==> src/logic/lane_defines.svh <==
`ifndef LANE_DEFINES_SVH
`define LANE_DEFINES_SVH

// hardware threads sharing one lane
`define LANE_THREADS 4
// registers per thread
`define LANE_REGS 32
// datapath word width
`define LANE_XLEN 32

// index widths follow from the counts
`define LANE_THREAD_W $clog2(`LANE_THREADS)
`define LANE_REG_W $clog2(`LANE_REGS)

// wishbone byte address, 12 bits
`define LANE_WB_AW 12
// set selects the register window, clear is the issue address
`define LANE_WIN_BIT 11
// thread index lives in adr[8:7] inside the window
`define LANE_WIN_THREAD_LSB 7
// register index in adr[6:2], word aligned
`define LANE_WIN_REG_LSB 2

// result of an instruction with no valid class
`define LANE_INVALID_WORD 32'hdeadbeef

`endif

==> src/logic/lane_pkg.sv <==
`include "lane_defines.svh"

package lane_pkg;

    // execution unit that serves an instruction
    typedef enum logic [1:0] {
        class_invalid = 2'd0,
        class_int     = 2'd1,
        class_float   = 2'd2
    } op_class_e;

    // integer function codes, codes 12..15 give zero
    typedef enum logic [3:0] {
        int_add  = 4'd0,
        int_sub  = 4'd1,
        int_and  = 4'd2,
        int_or   = 4'd3,
        int_xor  = 4'd4,
        int_sll  = 4'd5,
        int_srl  = 4'd6,
        int_sra  = 4'd7,
        int_slt  = 4'd8,
        int_sltu = 4'd9,
        int_eq   = 4'd10,
        int_ne   = 4'd11
    } int_funct_e;

    // float function codes, codes 10..15 give zero
    typedef enum logic [3:0] {
        flt_min   = 4'd0,
        flt_max   = 4'd1,
        flt_neg   = 4'd2,
        flt_abs   = 4'd3,
        flt_sgnj  = 4'd4,
        flt_sgnjn = 4'd5,
        flt_sgnjx = 4'd6,
        flt_eq    = 4'd7,
        flt_lt    = 4'd8,
        flt_le    = 4'd9
    } float_funct_e;

    // one issued instruction, msb first
    typedef struct packed {
        op_class_e                op_class;
        // decoded as int_funct_e or float_funct_e by class
        logic [3:0]               funct;
        logic [`LANE_THREAD_W-1:0] thread;
        logic [`LANE_REG_W-1:0]    ad1;
        logic [`LANE_REG_W-1:0]    ad2;
        logic [`LANE_REG_W-1:0]    ad3;
        logic                     we;
        logic [7:0]               reserved;
    } lane_instr_t;

    // register word, raw or as float fields
    typedef union packed {
        logic [`LANE_XLEN-1:0] raw;
        struct packed {
            logic        sign;
            logic [7:0]  exponent;
            logic [22:0] mantissa;
        } fp;
    } lane_word_u;

    // wishbone classic, master to slave
    typedef struct packed {
        logic                   cyc;
        logic                   stb;
        logic                   we;
        logic [`LANE_WB_AW-1:0] adr;
        logic [`LANE_XLEN-1:0]  dat;
    } wb_req_t;

    // wishbone classic, slave to master
    typedef struct packed {
        logic                  ack;
        logic [`LANE_XLEN-1:0] dat;
    } wb_rsp_t;

    // single register write
    typedef struct packed {
        logic                      en;
        logic [`LANE_THREAD_W-1:0] thread;
        logic [`LANE_REG_W-1:0]    addr;
        logic [`LANE_XLEN-1:0]     data;
    } rf_write_t;

endpackage

==> src/logic/wb_lane_port.sv <==
`timescale 1ns/100ps
`include "lane_defines.svh"

module wb_lane_port (
    input  logic                      clk,
    input  logic                      reset,
    input  lane_pkg::wb_req_t         wb_req,
    output lane_pkg::wb_rsp_t         wb_rsp,
    output logic                      issue_valid,
    output lane_pkg::lane_instr_t     issue_instr,
    output lane_pkg::rf_write_t       load,
    output logic [`LANE_THREAD_W-1:0] peek_thread,
    output logic [`LANE_REG_W-1:0]    peek_addr,
    input  logic [`LANE_XLEN-1:0]     peek_data,
    input  logic                      busy
);

    logic                  win_hit;
    logic                  start;
    logic                  ack_q;
    logic                  acc_active;
    logic                  issue_valid_q;
    lane_pkg::lane_instr_t issue_instr_q;
    logic [`LANE_XLEN-1:0] rdat_q;

    assign win_hit = wb_req.adr[`LANE_WIN_BIT];

    // new transfer, not one already being served or acked
    assign start = wb_req.cyc & wb_req.stb & ~ack_q & ~acc_active;

    always_ff @(posedge clk) begin
        if (reset) begin
            ack_q         <= 1'b0;
            acc_active    <= 1'b0;
            issue_valid_q <= 1'b0;
        end else begin
            ack_q         <= 1'b0;
            issue_valid_q <= 1'b0;
            if (acc_active) begin
                // window access done, ack next cycle
                acc_active <= 1'b0;
                ack_q      <= 1'b1;
            end else if (start && !win_hit) begin
                // issue address never stalls
                ack_q         <= 1'b1;
                issue_valid_q <= wb_req.we;
            end else if (start && !busy) begin
                // window waits for the pipeline to drain
                acc_active <= 1'b1;
            end
        end
    end

    always_ff @(posedge clk) begin
        if (start && !win_hit) begin
            issue_instr_q <= lane_pkg::lane_instr_t'(wb_req.dat);
        end
        // reads of the issue address return zero
        if (acc_active) begin
            rdat_q <= peek_data;
        end else if (start && !win_hit) begin
            rdat_q <= '0;
        end
    end

    // window fields come straight off the bus, held until ack
    assign peek_thread = wb_req.adr[`LANE_WIN_THREAD_LSB +: `LANE_THREAD_W];
    assign peek_addr   = wb_req.adr[`LANE_WIN_REG_LSB +: `LANE_REG_W];

    always_comb begin
        load.en     = acc_active & wb_req.we;
        load.thread = peek_thread;
        load.addr   = peek_addr;
        load.data   = wb_req.dat;
    end

    assign issue_valid = issue_valid_q;
    assign issue_instr = issue_instr_q;
    assign wb_rsp.ack  = ack_q;
    assign wb_rsp.dat  = rdat_q;

endmodule

==> config.mk <==
export PLATFORM = sky130hd
export DESIGN_NAME = wb_lane_port
export DESIGN_NICKNAME = d
export VERILOG_FILES = /design/src/logic/lane_pkg.sv /design/src/logic/wb_lane_port.sv
export VERILOG_INCLUDE_DIRS = /design/src /design/src/logic
export SDC_FILE = /design/constraint.sdc
export NUM_CORES = 1
export LEC_CHECK = 0
export BUFFER_PORTS_ARGS = -buffer_cell sky130_fd_sc_hd__buf_2
export CAP_MARGIN = 20
export CORE_ASPECT_RATIO = 1.1
export CORE_MARGIN = 8
export CORE_UTILIZATION = 40
export DETAILED_ROUTE_END_ITERATION = 8
export GPL_ROUTABILITY_DRIVEN = 0
export PLACE_DENSITY_LB_ADDON = 0.2
export SYNTH_ARGS = -nofsm -noshare
export SYNTH_HDL_FRONTEND = slang
export SYNTH_SLANG_ARGS = --single-unit
==> constraint.sdc <==
create_clock -name clk -period 6.7 [get_ports clk]
set_clock_uncertainty 0.1 [all_clocks]
set_input_delay 0.335 -clock clk [delete_from_list [all_inputs] [get_ports clk]]
set_output_delay 0.335 -clock clk [all_outputs]
set_load 0.005 [all_outputs]
### Yosys cells after proc, flatten, opt, wreduce, memory -nomap -nowiden

Cells that the tools add are included.

| word-level totals | value |
|---|---|
| register bits after elaboration | 67 |
| input bits | 82 |
| output and inout port bits | 113 |
| logic and storage cells | 31 |

| cells by class | value |
|---|---|
| multiplexer cells | 5 |
| bitwise gates (word level) | 7 |
| reduce and logical (&&, ||, !) cells | 7 |

Operators with widths:

| operator | number |
|---|---|
| 2-to-1 mux 32 bit | 2 |
| OR reduction 3 bit | 2 |
| AND 1 bit | 4 |
| 2-to-1 mux 1 bit | 3 |
| NOT 1 bit | 3 |
| logical AND 1 bit | 2 |
| zero test 1 bit | 2 |
| nonzero test 2 bit | 1 |

### Depth between registers and ports, before layout

| depth | value |
|---|---|
| depth in word-level cells | 6 |
| depth in mapped cells | 2 |

### Worst setup path before layout

Ideal clock, no wire load.

| timing | value |
|---|---|
| path type | register -> register |
| start point | reg acc_active |
| end point | reg issue_instr_q (netlist bit issue_instr[0]), enable pin |
| setup time | 0.421 ns |
| arrival time | 1.964 ns |
| path slack | 4.215 ns |
| cell stages (with the launch flop) | 3 |
| path buffers | 0 |
| period minus slack after synthesis | 2.485 ns |
| cell sequence | dfxtp_1 > nand4bb_4 > nor2_1 |

| on the way | value |
|---|---|
| longest elaborated chain between the ends | 3 |

Ends and longest elaborated chain:

| what | RTL line | text |
|---|---|---|
| from (decl) | wb_lane_port.sv:21 | `logic acc_active;` |
| from (signal assigned) | wb_lane_port.sv:34 | `acc_active <= 1'b0;` |
| from (signal assigned) | wb_lane_port.sv:41 | `acc_active <= 1'b0;` |
| from (signal assigned) | wb_lane_port.sv:49 | `acc_active <= 1'b1;` |
| NOT 1 bit | wb_lane_port.sv:29 | `assign start = wb_req.cyc & wb_req.stb & ~ack_q & ~acc_active;` |
| AND 1 bit | wb_lane_port.sv:29 |  |
| logical AND 1 bit | wb_lane_port.sv:55 | `if (start && !win_hit) begin` |
| to (signal assigned) | wb_lane_port.sv:56 | `issue_instr_q <= lane_pkg::lane_instr_t'(wb_req.dat);` |
| to (decl) | wb_lane_port.sv:23 | `lane_pkg::lane_instr_t issue_instr_q;` |

Every way passes these cells.
A chain may end at the register's enable or synchronous reset.

==> metrics.md <==
| Metric | Value |
|---|---|
| Status | `finished, final reports clean` |
| CP Launch Point | `acc_active` |
| Peak Freq | `516 MHz` |
| # rows | `31` |
| R2R Path Start | `acc_active` |
| Unrepaired setup endpoints after global routing | `false` |
| Die Y-Extent | `102 um` |
| LEAKAGE | `1.59 nW` |
| GRT Resource Usage Total | `12.2%` |
| Layout cell share with drive strength beyond 1 | `64.6%` |
| Hold_buf cts | `0` |
| Req. time, crit path | `6.26 ns` |
| Finished Cell Area | `0.00341 mm2` |
| Drt total wl | `5850 um` |
| Post-synth net total | `240` |
| Crit path time final | `1.94 ns` |
| Max-cap violations | `0` |
| Clock buffer count from CTS | `9` |
| Clock latency on the worst-skew pair | `0.32 ns` |
| Synth-to-Final Area Change | `28.1%` |
| Setup crit end | `load[39]` |
| Pin count of the biggest net entering global routing | `36` |
| Startpoint Class | `flip-flop` |
| Root Driver | `clkbuf_8` |
| Vias/cell | `4.19` |
| Maximum VDD drop | `0.152 mV` |
| Setup tns final | `0 ns` |
| Psw | `0.000158 W` |
| I/O Buffers | `169` |
| Die width | `93.8 um` |
| Vias in the first global route | `1717` |
| Register share of total power | `59.9%` |
| Tcrit/Tclk final | `28.9%` |
| Sequential share of the synthesized area | `74.4%` |
| Number of clock sinks | `67` |
| Power density over the cells | `230 mW/mm2` |
| Yosys warning total | `0` |
| NumNets Final | `372` |
| Cells after DPL | `361` |
| Total power | `0.000785 W` |
| Synth Area in Compound Gates | `0.188%` |
| CTS tree | `built` |
| Final Hold Viols | `0` |
| Syn_area_per_cell | `16.9 um2` |
| Clock power frac | `32.9%` |
| Transition time of the tightest slew-check pin | `0.818 ns` |
| Via count | `1575` |
| Critical path class | `reg -> out` |
| Reg2Reg Setup Slack | `4.79 ns` |
| Most common cell after layout, fill and taps aside | `buf_2` |
| # IOs | `195` |
| Commonest cells after routing, fill and taps aside | `169 x buf_2, 64 x edfxtp_1, 30 x and2_1` |
| Final Non-Filler Cells | `376` |
| Hold Crit Class | `in -> reg` |
| Xor/xnor share of the synthesized area | `0%` |
| Slew headroom | `45.4%` |
| ANT cells | `0` |
| DR WL/cell | `15.6 um` |
| Post-CTS sizing | `0` |
| Multiplexer share of the synthesized area | `0%` |
| Max Slew Vio Count | `0` |
| CP Max Fanout | `35` |
| Place WS | `4.73 ns` |
| Worst EP arrival | `1.50 ns` |
| Area share of fa/ha/maj cells after synthesis | `0%` |
| Setup crit end kind | `output pin` |
| DP HPWL | `4720 um` |
| Initial core utilization | `40.9%` |
| Clock slew at reported path FFs | `0.06 ns` |
| Setup slack after layout | `4.76 ns` |
| Core area | `0.00652 mm2` |
| Int Pwr | `0.000627 W` |
| First-pass GRT wire length | `8780 um` |
| Remaining global-route overflow | `0` |
| Post-Syn Instances | `158` |
| Initial DRT Pass Iterations | `2` |
| Combinational group share of total power | `7.2%` |
| Htree depth | `3` |
| Final setup violation count | `0` |
| Placed inst area | `0.00326 mm2` |
| R2R depth | `3` |
| Seq cells post-synth | `67` |
| Post-Synth Simple-Gate Area | `11.4%` |
| Clock buffer depth | `2` |
| Antenna violations before repair | `0` |
| R2r endpoint | `rdat_q[27]` |
| # DRC | `0` |
| Antenna-violating nets left | `0` |
| Switch share | `20.2%` |
| Largest family of logic cells by synthesized area | `buffers and inverters` |
| First DRT Iteration DRCs | `32` |
| Die area | `0.00953 mm2` |
| Post-CTS setup buffers | `0` |
| Post-Synthesis Cell Area | `0.00266 mm2` |
| Netlist cell types | `13` |
[metrics by stage]
stage	utilization (%)	hold WS (ns)
finish	52.3	0.0994
global route	52.3	0.0709
CTS	52.3	0.0716
detailed placement	50.0	0.426
global placement	50.0	0.424
floorplan	-	0.304
[layout make-up]
class	count	area, um2
Fill cell	570	3110
Sequential cell	67	1980
Timing Repair Buffer	171	861
Multi-Input combinational cell	40	312
Clock buffer	11	131
Tap cell	82	103
Clock inverter	4	18.8
Inverter	1	3.75
[power groups by stage]
stage / Combinational (W) / Sequential [W] / Clock [W]
6_report: 0.0000562 / 0.000471 / 0.000258
4_1_cts: 0.0000580 / 0.000471 / 0.000272
3_5_place_dp: 0.0000579 / 0.000480 / 0
2_1_floorplan: 0.0000319 / 0.000481 / 0
3_3_place_gp: 0.0000570 / 0.000480 / 0
5_1_grt: 0.0000632 / 0.000471 / 0.000292
[critical path: stages, from the launching register on]
cell     delay (ns)
dfxtp_1        0.85
and2_1         0.22
buf_2          0.11
[registers in the layout, summed over array words and instances, names as in the netlist]
name	cells
issue_instr	32
ack_q	1
acc_active	1
rdat_q	32
issue_valid	1
[routing by layer]
metal | wire (um) | global-route usage [%]
met1 | 2100 | 12.2
met2 | 2610 | 18.8
met3 | 1060 | 8.15
met4 | 90 | 6.59
met5 | 0 | 0
[how the worst min path moves through the flow]
stage | startpoint | to | slack, ns | cells past startpoint
after CTS | busy | acc_active | 0.07 | 2
after detailed placement | wb_req[20] | issue_instr[20] | 0.43 | 1
final | busy | acc_active | 0.1 | 2
after global routing | wb_req[13] | issue_instr[13] | 0.07 | 1
after global placement | wb_req[13] | issue_instr[13] | 0.42 | 1
after floorplan | reset | ack_q | 0.30 | 1
[synthesized netlist by cell type (all sizes together)]
cell type,number,area share (%)
nand4bb,2,1.5
inv,1,0.14
nor4b,2,1.8
and2,33,7.9
clkbuf,3,0.56
buf,47,13
nand2,1,0.14
a21oi,1,0.19
nor2,1,0.14
dfxtp,3,2.3
edfxtp,64,72
[cell families (layout without fill, tap and decap cells)]
family | after synthesis | count (layout)
compound gates | 1 | 1
simple gates | 39 | 39
buf+inv | 51 | 187
flops | 67 | 67
Note: power is estimated with default switching activity, not from simulation.
